### src/design/mem_consts.svh
//##########################################################################
// memory subsystem constants
// widths of the AXI fields and the bank geometry, banks interleave by word
//##########################################################################

`ifndef MEM_CONSTS_SVH
`define MEM_CONSTS_SVH

`define MEM_ADDR_W       32
`define MEM_DATA_W       64
`define MEM_STRB_W       8
`define MEM_ID_W         4
`define MEM_SIZE_W       3
`define MEM_NUM_BANKS    4
`define MEM_BANK_DEPTH   64
`define MEM_BANK_SEL_LSB 3
`define MEM_BANK_SEL_W   $clog2(`MEM_NUM_BANKS)
`define MEM_BANK_IDX_W   $clog2(`MEM_BANK_DEPTH)

`endif

### src/design/axi_pkg.sv
//##########################################################################
// AXI channel types
// single-beat payloads of the five channels, each with its valid bit
//##########################################################################

`include "mem_consts.svh"

package axi_pkg;

	typedef logic [1:0] axi_resp_t;

	localparam logic [`MEM_ID_W-1:0] AXI_ID_FETCH = `MEM_ID_W'(1);
	localparam logic [`MEM_ID_W-1:0] AXI_ID_LSU = `MEM_ID_W'(2);
	localparam axi_resp_t AXI_RESP_OKAY = 2'b00;

	typedef struct packed {
		logic [`MEM_ID_W-1:0]   id;
		logic [`MEM_ADDR_W-1:0] addr;
		logic [`MEM_SIZE_W-1:0] size;
		logic                   valid;
	} axi_aw_t;

	typedef struct packed {
		logic [`MEM_DATA_W-1:0] data;
		logic [`MEM_STRB_W-1:0] strb;
		logic                   last;
		logic                   valid;
	} axi_w_t;

	typedef struct packed {
		logic [`MEM_ID_W-1:0] id;
		axi_resp_t            resp;
		logic                 valid;
	} axi_b_t;

	typedef struct packed {
		logic [`MEM_ID_W-1:0]   id;
		logic [`MEM_ADDR_W-1:0] addr;
		logic [`MEM_SIZE_W-1:0] size;
		logic                   valid;
	} axi_ar_t;

	typedef struct packed {
		logic [`MEM_ID_W-1:0]   id;
		logic [`MEM_DATA_W-1:0] data;
		axi_resp_t              resp;
		logic                   last;
		logic                   valid;
	} axi_r_t;

endpackage

### src/design/cpu_port_pkg.sv
//##########################################################################
// CPU client request types
// fetch and load/store requests, held by the client until the valid pulse
//##########################################################################

`include "mem_consts.svh"

package cpu_port_pkg;

	typedef struct packed {
		logic [`MEM_ADDR_W-1:0] addr;
		logic [`MEM_SIZE_W-1:0] size;
		logic                   ena;
	} fetch_req_t;

	// re and we are never high together
	typedef struct packed {
		logic [`MEM_ADDR_W-1:0] addr;
		logic [`MEM_DATA_W-1:0] wdata;
		logic [`MEM_STRB_W-1:0] wmask;
		logic [`MEM_SIZE_W-1:0] size;
		logic                   re;
		logic                   we;
	} lsu_req_t;

endpackage

### src/design/axi_master_arbiter.sv
//##########################################################################
// AXI master arbiter
// maps fetch and load/store request levels onto single-beat AXI reads and
// writes, fetch has priority on the read side
//##########################################################################

`timescale 1ns/100ps

`include "mem_consts.svh"

module axi_master_arbiter import axi_pkg::*, cpu_port_pkg::*; (
	input  logic                   clk,
	input  logic                   arst_n,
	input  fetch_req_t             fetch,
	output logic [`MEM_DATA_W-1:0] inst,
	output logic                   inst_valid,
	input  lsu_req_t               lsu,
	output logic [`MEM_DATA_W-1:0] rdata,
	output logic                   data_valid,
	output axi_aw_t                aw,
	input  logic                   aw_ready,
	output axi_w_t                 w,
	input  logic                   w_ready,
	input  axi_b_t                 b,
	output logic                   b_ready,
	output axi_ar_t                ar,
	input  logic                   ar_ready,
	input  axi_r_t                 r,
	output logic                   r_ready
);

	typedef enum logic [1:0] {W_IDLE, W_ADDR, W_DATA, W_RESP} wr_state_t;
	typedef enum logic [1:0] {R_IDLE, R_ADDR, R_READ} rd_state_t;

	wr_state_t wr_state;
	rd_state_t rd_state;
	logic      w_sent;
	logic      grant_fetch;
	logic      aw_fire;
	logic      w_fire;
	logic      ar_fire;
	logic      b_done;
	logic      r_done;

	assign aw_fire = aw.valid && aw_ready;
	assign w_fire = w.valid && w_ready;
	assign ar_fire = ar.valid && ar_ready;
	assign b_done = (wr_state == W_RESP) && b.valid && (b.id == AXI_ID_LSU);
	assign r_done = (rd_state == R_READ) && r.valid && r.last && (r.id == ar.id);

	// write side, AW and W may transfer in either order
	always_ff @(posedge clk or negedge arst_n) begin
		if (!arst_n) begin
			wr_state <= W_IDLE;
			w_sent <= 1'b0;
		end else begin
			case (wr_state)
				W_IDLE: begin
					if (lsu.we)
						wr_state <= W_ADDR;
				end
				W_ADDR: begin
					if (aw_fire) begin
						wr_state <= (w_fire || w_sent) ? W_RESP : W_DATA;
						w_sent <= 1'b0;
					end else if (w_fire) begin
						w_sent <= 1'b1;
					end
				end
				W_DATA: begin
					if (w_fire)
						wr_state <= W_RESP;
				end
				W_RESP: begin
					if (b_done)
						wr_state <= W_IDLE;
				end
				default: wr_state <= W_IDLE;
			endcase
		end
	end

	// read side, one owner at a time
	always_ff @(posedge clk or negedge arst_n) begin
		if (!arst_n) begin
			rd_state <= R_IDLE;
			grant_fetch <= 1'b0;
		end else begin
			case (rd_state)
				R_IDLE: begin
					if (fetch.ena || lsu.re) begin
						grant_fetch <= fetch.ena;
						rd_state <= R_ADDR;
					end
				end
				R_ADDR: begin
					if (ar_fire)
						rd_state <= R_READ;
				end
				R_READ: begin
					if (r_done)
						rd_state <= R_IDLE;
				end
				default: rd_state <= R_IDLE;
			endcase
		end
	end

	assign aw = '{id: AXI_ID_LSU, addr: lsu.addr, size: lsu.size,
		valid: wr_state == W_ADDR};
	assign w = '{data: lsu.wdata, strb: lsu.wmask, last: 1'b1,
		valid: ((wr_state == W_ADDR) && !w_sent) || (wr_state == W_DATA)};
	assign ar = '{id: grant_fetch ? AXI_ID_FETCH : AXI_ID_LSU,
		addr: grant_fetch ? fetch.addr : lsu.addr,
		size: grant_fetch ? fetch.size : lsu.size,
		valid: rd_state == R_ADDR};

	// responses are never back-pressured
	assign b_ready = 1'b1;
	assign r_ready = 1'b1;

	assign inst = r.data;
	assign rdata = r.data;
	assign inst_valid = r_done && grant_fetch;
	assign data_valid = (r_done && !grant_fetch) || b_done;

endmodule

### config.mk
export PLATFORM = sky130hd
export DESIGN_NAME = axi_master_arbiter
export DESIGN_NICKNAME = d
export VERILOG_FILES = /design/src/design/axi_pkg.sv /design/src/design/cpu_port_pkg.sv /design/src/design/axi_master_arbiter.sv
export VERILOG_INCLUDE_DIRS = /design/src /design/src/design
export SDC_FILE = /design/constraint.sdc
export NUM_CORES = 1
export LEC_CHECK = 0
export ABC_CLOCK_PERIOD_IN_PS = 2500
export BUFFER_PORTS_ARGS = -buffer_cell sky130_fd_sc_hd__buf_2
export CORE_AREA = 2 2 200 202
export DETAILED_ROUTE_END_ITERATION = 8
export DIE_AREA = 0 0 202 204
export HOLD_SLACK_MARGIN = 0.02
export SLEW_MARGIN = 10
export SYNTH_ARGS = -nofsm -noshare
export SYNTH_HDL_FRONTEND = slang
export SYNTH_SLANG_ARGS = --single-unit
### constraint.sdc
create_clock -name clk -period 2.5 [get_ports clk]
set_input_delay 0.375 -clock clk [delete_from_list [all_inputs] [get_ports clk]]
set_output_delay 0.375 -clock clk [all_outputs]
set_load 0.005 [all_outputs]
==> impl_metrics.json <==
{
  "status": "finished, final reports clean",
  "yosysMostFrequentCell": "buf_4",
  "drv_cap": 0,
  "synth_common_cells": "buf_4, mux2_2, inv_1",
  "vias": 1688,
  "crit_path_max_incr_delay_ps": 530,
  "synth_edf_count": 0,
  "root_buffer": "clkbuf_16",
  "combPwrFrac_pct": 70.4,
  "crit_type": "flop to output port",
  "antenna_found_initial": 2,
  "hpwl_um": 7390,
  "cts_tree": "yes",
  "drc_errors": 0,
  "drtPass1Iterations": 4,
  "grt_setup_unrepaired": "no",
  "clock_sinks": 6,
  "hold_violations": 0,
  "design.die.area_um2": 41200,
  "ant_nets": 0,
  "gp_congestion": 0.745,
  "area_growth_pct": -8.79,
  "die_w_um": 202,
  "overflow": 0,
  "fin_crit_ps": 1980,
  "utilization_pct": 6.30,
  "path_depth": 4,
  "syn_area_um2": 2710,
  "synthDistinctLibCells": 29,
  "antennaDiodeCount": 0,
  "netlist.area_leader.share_pct": 68.0,
  "port-buffer-count": 165,
  "async_flop_share_pct": 100,
  "ys_warn_count": 0,
  "clkLatencyLatePin_ps": 230,
  "fp.dieH_um": 204,
  "setup_viol_count_final": 0,
  "htreeDepth": 1,
  "synth_area_leaders": "buf_4, mux2_2, dfrtp_1, ha_1, nand4bb_4",
  "power.density_nw_per_um2": 636,
  "critPathSlowestCell": "or4_1",
  "synth_cells": 335,
  "period_share_pct": 79.2,
  "p_int_mw": 0.965,
  "core_um2": 39200,
  "pwr-share-clk_pct": 16.6,
  "wire_per_inst_um": 10.8,
  "crit_path_max_fanout": 5,
  "finalWorstSetupSlack_ps": 519,
  "start_util_pct": 6.90,
  "synth-seq-cells": 6,
  "cp.required_ps": 2120,
  "pwr-share-seq_pct": 12.9,
  "clk_pin_slew_ps": 30,
  "switchingPower_mw": 0.605,
  "synth_top_area_cell": "buf_4",
  "setup_tns_ps": 0,
  "grt.total_usage_pct": 3.69,
  "yosys_most_used_dff": "dfrtp_1",
  "clk_path_buf_depth": 2,
  "start_kind": "flop",
  "routed_wl_um": 8540,
  "viasPerCell": 2.14,
  "worstPathArrival_ps": 1610,
  "cts_buffers": 3,
  "preCtsSetupSlack_ps": 671,
  "path_buf_inv": 1,
  "grt_pass1_vias": 1685,
  "synth_seq_area_share_pct": 5.55,
  "vdd_drop_max_uv": 329,
  "multi_input_area_um2": 698,
  "drt_iter0_drc": 29,
  "cp_top_family": "simple AND/OR/NAND/NOR gates",
  "end_kind": "output port",
  "worstPathCellList": "nand2b_1, or4_1, o32ai_1, buf_2",
  "worstRegToRegCells": 6,
  "drive_gt1_share_pct": 78.8,
  "hp-class": "primary input to flop",
  "rows": 73,
  "nNetsFinal": 498,
  "grt_max_degree": 41,
  "leakage_nw": 1.08,
  "fmaxAchievable_mhz": 505,
  "seq_area_um2": 151,
  "slew_violations": 0,
  "switching_share_pct": 38.5,
  "final.fill_count": 4633,
  "fin_worst_skew_ps": 0.127,
  "io-pin-count": 515,
  "post_synth.cell_area_avg_um2": 8.07,
  "hold_depth": 2,
  "grt_pass1_wl_um": 10900
}
[kinds of logic (layout without fill, tap and decap cells)]
group           Yosys count  after routing  share of synthesized area, %
flops                     6              6                          5.55
compound gates           11             11                          2.73
fa+ha+maj                 4              4                          1.85
simple gates             20             20                          4.86
mux                      36             36                          15.1
other cells               2              9                         0.278
buf+inv                 256            178                          69.6
[power by group through the flow]
stage	sequential [mW]	clock (mW)	combinational (mW)
floorplan	0.190	0	0.958
global placement	0.198	0	1.13
detailed placement	0.204	0	1.15
CTS	0.204	0.269	1.16
global route	0.213	0.278	1.24
finish	0.203	0.261	1.11
[final cells by class]
type / count / area share, %
Inverter: 7 / 1.06
Clock buffer: 4 / 3.19
Tap cell: 525 / 26.6
Multi-Input combinational cell: 80 / 28.3
Sequential cell: 6 / 6.14
Timing Repair Buffer: 167 / 34.7
[cells in the final DEF (no fill, tap or decap), types with 2 or more instances in the layout]
master	count
buf_2	165
mux2_2	35
conb_1	9
inv_1	7
nand2_1	5
dfrtp_1	5
nor2_1	4
ha_1	4
a21oi_1	3
clkbuf_16	3
o21ai_0	2
o22ai_1	2
[flip-flops by register name, indices dropped and copies added, names as in the netlist]
name / count
wr_state: 2
w_sent: 1
rd_state: 2
grant_fetch: 1
[worst paths after layout]
path	from	endpoint	slack, ps
setup / recovery	rd_state[0]	data_valid	520
hold / removal	aw_ready	w_sent	370
setup reg to reg	wr_state[1]	wr_state[1]	670
hold reg to reg	rd_state[1]	rd_state[0]	530
max in group asynchronous	arst_n	grant_fetch	1800
min in group asynchronous	arst_n	rd_state[1]	540
[through the flow]
| step | hold WS [ps] | power, mW | area [um^2] | cells |
|---|---|---|---|---|
| after floorplan | 79.4 | 1.15 | 2730 | 342 |
| after global placement | 210 | 1.33 | 2380 | 784 |
| after detailed placement | 210 | 1.36 | 2380 | 784 |
| after CTS | 372 | 1.63 | 2470 | 789 |
| after global routing | 374 | 1.73 | 2470 | 789 |
| final | 367 | 1.57 | 2470 | 789 |
[per-layer routing]
metal / GRT usage [%] / wire [um] / up-vias
li1: - / - / 670
met1: 3.02 / 2390 / 679
met2: 4.79 / 3370 / 261
met3: 4.10 / 2080 / 70
met4: 2.97 / 595 / 8
met5: 1.43 / 110 / -
[repair_timing]
| item | CTS | global route |
|---|---|---|
| endpoints found under the hold margin | 6 | 0 |
| buffers inserted | 0 | 0 |
| hold buffers | 1 | 0 |
| gates resized for setup | 0 | 0 |
Power figures use the tool's default switching activity.
