### src/design/mem_consts.svh
//##########################################################################
// memory subsystem constants
// widths of the AXI fields and the bank geometry, banks interleave by word
//##########################################################################

`ifndef MEM_CONSTS_SVH
`define MEM_CONSTS_SVH

`define MEM_ADDR_W       32
`define MEM_DATA_W       64
`define MEM_STRB_W       8
`define MEM_ID_W         4
`define MEM_SIZE_W       3
`define MEM_NUM_BANKS    4
`define MEM_BANK_DEPTH   64
`define MEM_BANK_SEL_LSB 3
`define MEM_BANK_SEL_W   $clog2(`MEM_NUM_BANKS)
`define MEM_BANK_IDX_W   $clog2(`MEM_BANK_DEPTH)

`endif

### src/design/axi_pkg.sv
//##########################################################################
// AXI channel types
// single-beat payloads of the five channels, each with its valid bit
//##########################################################################

`include "mem_consts.svh"

package axi_pkg;

	typedef logic [1:0] axi_resp_t;

	localparam logic [`MEM_ID_W-1:0] AXI_ID_FETCH = `MEM_ID_W'(1);
	localparam logic [`MEM_ID_W-1:0] AXI_ID_LSU = `MEM_ID_W'(2);
	localparam axi_resp_t AXI_RESP_OKAY = 2'b00;

	typedef struct packed {
		logic [`MEM_ID_W-1:0]   id;
		logic [`MEM_ADDR_W-1:0] addr;
		logic [`MEM_SIZE_W-1:0] size;
		logic                   valid;
	} axi_aw_t;

	typedef struct packed {
		logic [`MEM_DATA_W-1:0] data;
		logic [`MEM_STRB_W-1:0] strb;
		logic                   last;
		logic                   valid;
	} axi_w_t;

	typedef struct packed {
		logic [`MEM_ID_W-1:0] id;
		axi_resp_t            resp;
		logic                 valid;
	} axi_b_t;

	typedef struct packed {
		logic [`MEM_ID_W-1:0]   id;
		logic [`MEM_ADDR_W-1:0] addr;
		logic [`MEM_SIZE_W-1:0] size;
		logic                   valid;
	} axi_ar_t;

	typedef struct packed {
		logic [`MEM_ID_W-1:0]   id;
		logic [`MEM_DATA_W-1:0] data;
		axi_resp_t              resp;
		logic                   last;
		logic                   valid;
	} axi_r_t;

endpackage

### src/design/axi_bank_router.sv
//##########################################################################
// AXI bank router
// steers AW, W and AR to the bank picked by the word address and returns
// the R and B of the bank that holds the transaction in flight
//##########################################################################

`timescale 1ns/100ps

`include "mem_consts.svh"

module axi_bank_router import axi_pkg::*; (
	input  logic                                clk,
	input  logic                                arst_n,
	input  axi_aw_t                             m_aw,
	output logic                                m_aw_ready,
	input  axi_w_t                              m_w,
	output logic                                m_w_ready,
	output axi_b_t                              m_b,
	input  axi_ar_t                             m_ar,
	output logic                                m_ar_ready,
	output axi_r_t                              m_r,
	output axi_aw_t [`MEM_NUM_BANKS-1:0]        s_aw,
	input  logic [`MEM_NUM_BANKS-1:0]           s_aw_ready,
	output axi_w_t [`MEM_NUM_BANKS-1:0]         s_w,
	input  logic [`MEM_NUM_BANKS-1:0]           s_w_ready,
	input  axi_b_t [`MEM_NUM_BANKS-1:0]         s_b,
	output axi_ar_t [`MEM_NUM_BANKS-1:0]        s_ar,
	input  logic [`MEM_NUM_BANKS-1:0]           s_ar_ready,
	input  axi_r_t [`MEM_NUM_BANKS-1:0]         s_r
);

	localparam int SEL_W = `MEM_BANK_SEL_W;

	logic [SEL_W-1:0] aw_sel;
	logic [SEL_W-1:0] w_sel;
	logic [SEL_W-1:0] ar_sel;
	logic [SEL_W-1:0] wr_bank_q;
	logic [SEL_W-1:0] rd_bank_q;

	assign aw_sel = m_aw.addr[`MEM_BANK_SEL_LSB +: SEL_W];
	assign ar_sel = m_ar.addr[`MEM_BANK_SEL_LSB +: SEL_W];
	// W has no address; after AW has gone, follow the recorded bank
	assign w_sel = m_aw.valid ? aw_sel : wr_bank_q;

	always_comb begin
		for (int i = 0; i < `MEM_NUM_BANKS; i++) begin
			s_aw[i] = m_aw;
			s_aw[i].valid = m_aw.valid && (aw_sel == SEL_W'(i));
			s_w[i] = m_w;
			s_w[i].valid = m_w.valid && (w_sel == SEL_W'(i));
			s_ar[i] = m_ar;
			s_ar[i].valid = m_ar.valid && (ar_sel == SEL_W'(i));
		end
	end

	assign m_aw_ready = s_aw_ready[aw_sel];
	assign m_w_ready = s_w_ready[w_sel];
	assign m_ar_ready = s_ar_ready[ar_sel];

	always_ff @(posedge clk or negedge arst_n) begin
		if (!arst_n) begin
			wr_bank_q <= '0;
			rd_bank_q <= '0;
		end else begin
			if (m_aw.valid && m_aw_ready)
				wr_bank_q <= aw_sel;
			if (m_ar.valid && m_ar_ready)
				rd_bank_q <= ar_sel;
		end
	end

	// return path
	assign m_b = s_b[wr_bank_q];
	assign m_r = s_r[rd_bank_q];

endmodule

### config.mk
export PLATFORM = sky130hd
export DESIGN_NAME = axi_bank_router
export DESIGN_NICKNAME = d
export VERILOG_FILES = /design/src/design/axi_pkg.sv /design/src/design/axi_bank_router.sv
export VERILOG_INCLUDE_DIRS = /design/src /design/src/design
export SDC_FILE = /design/constraint.sdc
export NUM_CORES = 1
export LEC_CHECK = 0
export BUFFER_PORTS_ARGS = -buffer_cell sky130_fd_sc_hd__buf_2
export CELL_PAD_IN_SITES_DETAIL_PLACEMENT = 1
export CELL_PAD_IN_SITES_GLOBAL_PLACEMENT = 2
export CORE_AREA = 5 5 452 454
export DETAILED_ROUTE_END_ITERATION = 10
export DIE_AREA = 0 0 457 459
export MAX_ROUTING_LAYER = met4
export PLACE_DENSITY = 0.43
export SETUP_SLACK_MARGIN = 0.2
export SLEW_MARGIN = 20
export SYNTH_ARGS = -nofsm -noshare
export SYNTH_HDL_FRONTEND = slang
export SYNTH_SLANG_ARGS = --single-unit
### constraint.sdc
create_clock -name clk -period 1.25 [get_ports clk]
set_input_delay 0 -clock clk [delete_from_list [all_inputs] [get_ports clk]]
set_output_delay 0 -clock clk [all_outputs]
set_load 0.01 [all_outputs]
==> metrics.md, run 1 <==
| Metric | Value |
|---|---|
| Sw Ratio | `45.7%` |
| Slew HR | `between 70% and 80%` |
| Nets | `1102` |
| Final Hold Fails | `0` |
| Drt initial violations | `267` |
| Yosys warnings | `0` |
| Post-synthesis cell count | `748` |
| Combinational share of power | `between 80 and 90%` |
| GRT Total Usage | `8.12%` |
| Clk network pwr share | `10.2%` |
| Layout cells sized above 1 | `96.4%` |
| Pins over their slew limit | `0` |
| Vias in the first global route | `5322` |
| Placement Cell Area | `8090 um2` |
| Worst-margin pin slew | `363 ps` |
| First-pass GRT wire length | `99.6 mm` |
| Mux share of post-synthesis cell area | `28.6%` |
| DRC violations left | `0` |
| Yosys top cell by area | `buf_4` |
| Kind of critical path | `register to output pin` |
| Fin crit period | `1820 ps` |
| Maxcap violations | `0` |
| Fin area | `9050 um2` |
| Status | `complete, but fails checks` |
| Routed WL | `around 88 mm` |
| Post-synthesis cell type count | `20` |
| VDD IR-drop max | `300 uV` |
| Die area | `210000 um2` |
| Max H-tree Level | `1` |
| Area Growth Syn to Fin | `32.3%` |
| Worst setup EP type | `output pin` |
| Final worst path period share | `146%` |
| Largest net degree at the start of global routing | `28` |
| Setup TNS | `-39080 ps` |
| Clk buf depth | `2` |
| Placement Setup Slack | `-554 ps` |
| Detailed-route vias per instance | `1.53` |
| Clk_skew | `0 ps` |
| Antenna violations before repair | `90` |
| Mapped Area | `6840 um2` |
| Die H | `around 460 um` |
| Post-synthesis adder-cell area fraction | `0%` |
| IO Port Bufs | `446` |
| Final setup viols | `between 80 and 90` |
| WL per Instance | `26.5 um` |
| Mean Syn Cell Area | `9.14 um2` |
| DRT antenna net count | `0` |
| Synth Area in Compound Gates | `0.439%` |
| PwrDens | `704 nW/um2` |
| Sequential area share after synthesis | `1.46%` |
| Routed via count | `between 5000 and 6000` |
| Synth top area share | `67.0%` |
| Die X | `approximately 460 um` |
| Most common library cell in the layout ignoring fill and taps | `buf_2` |
| Post-synthesis xor/xnor area fraction | `0%` |
| Final WS setup | `-574 ps` |
| Global route overflow | `0` |
| Simple-Gate Fraction of Synth Area | `about 1.2%` |
| Clock root cell | `clkbuf_16` |
| Slowest cell on the critical path | `mux4_2` |
| CTS tree | `built` |
| RSZ-0062 raised after global routing | `yes` |
| Failing checks | `negative setup slack` |
| Drt pass-1 iters | `4` |
| CTS Buf Count | `3` |
| Core area | `199000 um2` |
| Critical Path RT | `1250 ps` |
| Syn Nets | `about 1200` |
| Cell Chain, Critical Path | `buf_12 -> buf_4 -> mux4_2 -> buf_6` |
| Ranking of synthesized cells by area | `buf_4 67%, mux4_2 27%, dfrtp_1 1.5%` |
| Clk_lat worst skew | `260 ps` |
| # clock sinks | `4` |
| Main combinational cell family by area after synthesis | `buffers and inverters` |
| DP Wirelength | `83.1 mm` |
| Hold WC Path Type | `primary input to output pin` |
| Crit path launch type | `register` |
| Internal | `0.00346 W` |
| Worst path bufs/invs | `3` |
| # IOs | `between 1000 and 1500` |
| WP data arrival | `1820 ps` |
| Sw Pwr | `0.00291 W` |
| Max incr delay on CP | `590 ps` |
| Leakage power | `between 3 and 4 nW` |
| Achievable frequency | `roughly 0.55 GHz` |
| Most frequent cells in the layout | `378 x buf_2, 81 x mux4_2, 68 x buf_6` |
| Worst-path clk slew | `40 ps` |
| Sequential share of power | `3.1%` |
| RD Place Congestion | `between 0.8 and 0.9` |
| Initial Utilization | `under 10%` |
| Max FO, Critical Path | `10` |
| Rows | `164` |
| Crit path max-delay family | `multiplexers` |
| Synthesized flop and latch total | `4` |
state kept, by name, summed over array words and instances (netlist names):
| register | count |
|---|---|
| wr_bank_q | 2 |
| rd_bank_q | 2 |
layout make-up:
cell class,instances,area [um2]
Timing Repair Buffer,490,3280
Antenna cell,32,80.1
Tap cell,2656,3320
Multi-Input combinational cell,115,2160
Clock buffer,4,78.8
Sequential cell,4,109
Inverter,4,15.0
Fill cell,23800,190000
worst paths after layout:
check / startpoint / end / slack, ps / depth (start not counted)
max: rd_bank_q[0] / m_r[10] / -570 / 4
min: m_w[68] / s_w[290] / 0.009 / 0
max reg2reg: rd_bank_q[0] / rd_bank_q[0] / 110 / 4
min reg2reg: wr_bank_q[0] / wr_bank_q[0] / 590 / 1
max in group asynchronous: arst_n / wr_bank_q[0] / 760 / 2
min in group asynchronous: arst_n / rd_bank_q[1] / 190 / 2
worst reg2reg max path: stages (launching register included):
cell and delay [ps]:
dfrtp_4 510, buf_16 180, buf_12 150, a21oi_2 100, o21ai_1 70
synth_stat cells:
cell type  instances
o21ai_0            4
and3_1             2
nand2_2            1
buf_4            610
dfrtp_1            4
buf_6              1
nand2_1            2
buf_2              8
inv_1              4
nand2b_1           1
nor2_1             4
mux2_2             4
a21oi_1            2
buf_1              3
mux2_4             1
and3_2             2
mux4_2            81
nor3_1             4
mux2i_1            7
clkbuf_1           3
power by group through the flow:
stage / registers [W] / clock network, W / logic [W]
2_1_floorplan: 0.000159 / 0 / 0.00389
6_report: 0.000198 / 0.000651 / 0.00552
3_5_place_dp: 0.000208 / 0 / 0.00479
3_3_place_gp: 0.000209 / 0 / 0.00480
5_1_grt: 0.000201 / 0.000720 / 0.00593
4_1_cts: 0.000198 / 0.000743 / 0.00556
what timing repair did:
item,4_1_cts,5_1_grt
cloned,1,1
setup buffers,10,2
pin swaps,3,2
hold endpoints to repair,4,0
endpoints found under the setup margin,87,87
resized for setup,98,52
hold buffers,1,0
layer usage:
metal / track usage, % / part of all wire, % / wire (um)
met3: 7.28 / 22 / 19100
met1: 5.73 / 24 / 20900
met4: 3.42 / 6.0 / 5270
met2: 14.0 / 48 / 42200
met5: - / 0 / 0
through the flow:
step	power, W	hold WS (ps)	utilization [%]	cells
floorplan	0.00405	-296	-	748
global placement	0.00501	-31.0	4.06	3254
detailed placement	0.00499	-28.5	4.06	3254
CTS	0.00650	0.164	4.37	3270
global route	0.00685	0.0320	4.53	3294
finish	0.00637	0.00925	4.54	3305
kinds of logic after synthesis:
| group | count (synthesis) |
|---|---|
| mux | 93 |
| simple gates | 16 |
| buf+inv | 629 |
| flops | 4 |
| compound gates | 6 |
Power figures use the tool's default switching activity.
==> run 2, diff against run 1 <==
--- a/config.mk
+++ b/config.mk
@@ -13,9 +13,9 @@
 export DETAILED_ROUTE_END_ITERATION = 10
 export DIE_AREA = 0 0 457 459
 export MAX_ROUTING_LAYER = met4
-export PLACE_DENSITY = 0.43
+export PLACE_DENSITY_LB_ADDON = 0.1
 export SETUP_SLACK_MARGIN = 0.2
-export SLEW_MARGIN = 20
+export SLEW_MARGIN = 5
 export SYNTH_ARGS = -nofsm -noshare
 export SYNTH_HDL_FRONTEND = slang
 export SYNTH_SLANG_ARGS = --single-unit
==> metrics.md, run 2 (same netlist as run 1, synthesis figures left out) <==
| Metric | Value |
|---|---|
| Sw Pwr | `0.00215 W (was 0.00291 W)` |
| Clk_skew | `0 ps (unchanged)` |
| Layout cells sized above 1 | `96.3% (was 96.4%)` |
| Reg-to-reg critical path startpoint | `rd_bank_q[0] (unchanged)` |
| Rows | `164 (unchanged)` |
| Sw Ratio | `43.2% (was 45.7%)` |
| Worst-path clk slew | `30 ps (was 40 ps)` |
| Crit path launch type | `register (unchanged)` |
| Routed via count | `4511 (was 5072)` |
| Internal | `0.00282 W (was 0.00346 W)` |
| DRC violations left | `0 (unchanged)` |
| Vias in the first global route | `5088 (was 5322)` |
| Die area | `210000 um2 (unchanged)` |
| CTS tree | `built (unchanged)` |
| Detailed-route vias per instance | `1.37 (was 1.53)` |
| # IOs | `1182 (unchanged)` |
| WL per Instance | `18.2 um (was 26.5 um)` |
| Worst hold slack | `0.00891 ps (was 0.00925 ps)` |
| Worst r2r path cells | `5 (was 4)` |
| GRT Total Usage | `5.49% (was 8.12%)` |
| Critical Path Start | `rd_bank_q[0] (unchanged)` |
| Final WS setup | `-468 ps (was -574 ps)` |
| Max FO, Critical Path | `8 (was 10)` |
| Origin of the worst min-delay path | `m_w[27] (was m_w[68])` |
| Clk buf depth | `2 (unchanged)` |
| Achievable frequency | `0.582 GHz (was 0.548 GHz)` |
| Area Growth Syn to Fin | `24.0% (was 32.3%)` |
| Failing checks | `negative setup slack (unchanged)` |
| Filler instances | `23800 (about the same)` |
| Sequential share of power | `4.4% (was 3.1%)` |
| Worst-margin pin slew | `287 ps (was 363 ps)` |
| WP data arrival | `1720 ps (was 1820 ps)` |
| IO Port Bufs | `446 (unchanged)` |
| Die H | `459 um (unchanged)` |
| Final Hold Fails | `0 (unchanged)` |
| Most frequent cells in the layout | `417 x buf_2, 81 x mux4_2, 30 x buf_6 (was 378 x buf_2, 81 x mux4_2, 68 x buf_6)` |
| Clk_lat worst skew | `230 ps (was 260 ps)` |
| Nets | `1087 (was 1102)` |
| Drt initial violations | `143 (was 267)` |
| Antenna violations before repair | `69 (was 90)` |
| Slew HR | `80.5% (was 75.8%)` |
| Status | `complete, but fails checks (unchanged)` |
| R2R Path End | `rd_bank_q[0] (unchanged)` |
| RSZ-0062 raised after global routing | `yes (unchanged)` |
| Final worst path period share | `137% (was 146%)` |
| Kind of critical path | `register to output pin (unchanged)` |
| Combinational share of power | `85.1% (was 86.7%)` |
| Final setup viols | `85 (was 84)` |
| Die X | `457 um (unchanged)` |
| Clk network pwr share | `10.5% (was 10.2%)` |
| Initial Utilization | `3.43% (unchanged)` |
| First-pass GRT wire length | `71.7 mm (was 99.6 mm)` |
| Leakage power | `2.79 nW (was 3.01 nW)` |
| VDD IR-drop max | `291 uV (was 300 uV)` |
| PwrDens | `586 nW/um2 (was 704 nW/um2)` |
| Worst setup EP type | `output pin (unchanged)` |
| DP Wirelength | `56.5 mm (was 83.1 mm)` |
| Setup TNS | `-32000 ps (was -39080 ps)` |
| RD Place Congestion | `0.755 (was 0.830)` |
| Core area | `199000 um2 (unchanged)` |
| Most common library cell in the layout ignoring fill and taps | `buf_2 (unchanged)` |
| CTS Buf Count | `3 (unchanged)` |
| # clock sinks | `4 (unchanged)` |
| Pins over their slew limit | `0 (unchanged)` |
| Hold WC Path Type | `primary input to output pin (unchanged)` |
| Critical Path RT | `1250 ps (about the same)` |
| Critical Path End | `m_r[36] (was m_r[10])` |
| Biggest regs | `rd_bank_q: 2 flops, wr_bank_q: 2 flops (unchanged)` |
| Global route overflow | `0 (unchanged)` |
| Max H-tree Level | `1 (unchanged)` |
| Drt pass-1 iters | `4 (unchanged)` |
| Maxcap violations | `0 (unchanged)` |
| Fin crit period | `1720 ps (was 1820 ps)` |
| Worst reg2reg setup slack | `0 ps (was 110 ps)` |
| Largest net degree at the start of global routing | `37 (was 28)` |
| Clock root cell | `clkbuf_16 (unchanged)` |
| DRT antenna net count | `0 (unchanged)` |
| Routed WL | `59.8 mm (was 87.6 mm)` |
| Post-Route Utilization | `4.25% (was 4.54%)` |
## run 2: changes by cell type in the layout (fill, tap and decap cells not counted), moves of 2 or more
cell,before,now
buf_12,16,5
buf_2,378,417
buf_4,21,19
buf_6,68,30
diode_2,32,25
mux2i_1,2,6
mux2i_4,3,0
## run 2: power groups by stage
stage | Combinational, W | Clock, W | Sequential, W
after global routing | 0.00457 | 0.000548 | 0.000228
after detailed placement | 0.00407 | 0 | 0.000221
after floorplan | 0.00389 | 0 | 0.000159
final | 0.00423 | 0.000523 | 0.000220
after CTS | 0.00430 | 0.000536 | 0.000228
after global placement | 0.00410 | 0 | 0.000221
## run 2: worst min path at each step
stage / slack, ps / endpoint / depth (start not counted)
final: 0.009 / s_w[101] / 0
after CTS: 0.2 / s_aw[86] / 0
after global placement: -170 / wr_bank_q[0] / 1
after detailed placement: -170 / wr_bank_q[1] / 1
after global routing: 0.03 / s_w[285] / 0
after floorplan: -300 / rd_bank_q[0] / 0
## run 2: through the flow
| step | cells | setup slack (ps) | area (um2) | total power, W |
|---|---|---|---|---|
| after global routing | 3275 | -530 | 8460 | 0.00535 |
| after floorplan | 748 | 33.9 | 6900 | 0.00405 |
| after CTS | 3257 | -525 | 8290 | 0.00507 |
| final | 3283 | -468 | 8480 | 0.00497 |
| after detailed placement | 3250 | -281 | 8020 | 0.00429 |
| after global placement | 3250 | -288 | 8020 | 0.00432 |
## run 2: repair_timing
action | 4_1_cts | 5_1_grt
pin swaps | 3 | 2
cloned | 0 | 0
resized for setup | 39 | 23
endpoints found under the hold margin | 4 | 0
hold buffers | 1 | 0
setup endpoints to repair | 85 | 86
setup buffers | 2 | 1
## run 2: layer usage
| layer | routed length (um) | GRT usage [%] |
|---|---|---|
| met1 | 20100 | 4.95 |
| met2 | 30100 | 9.76 |
| met3 | 8130 | 3.62 |
| met4 | 1430 | 0.939 |
| met5 | 0 | - |
## run 2: area by class of cell
type / instances / area, um2 / share of cell area (%)
clock buffer: 4 / 78.8 / 0.930
timing repair buffer: 475 / 2760 / 32.6
multi-input combinational: 115 / 2130 / 25.1
inverter: 4 / 15.0 / 0.177
sequential: 4 / 110 / 1.30
tap: 2656 / 3320 / 39.2
antenna: 25 / 62.6 / 0.738
## run 2: worst max-delay path: stages (launching register included)
cell and delay (ps):
dfrtp_4 440, buf_12 160, buf_4 150, mux4_2 550
buf_2 180
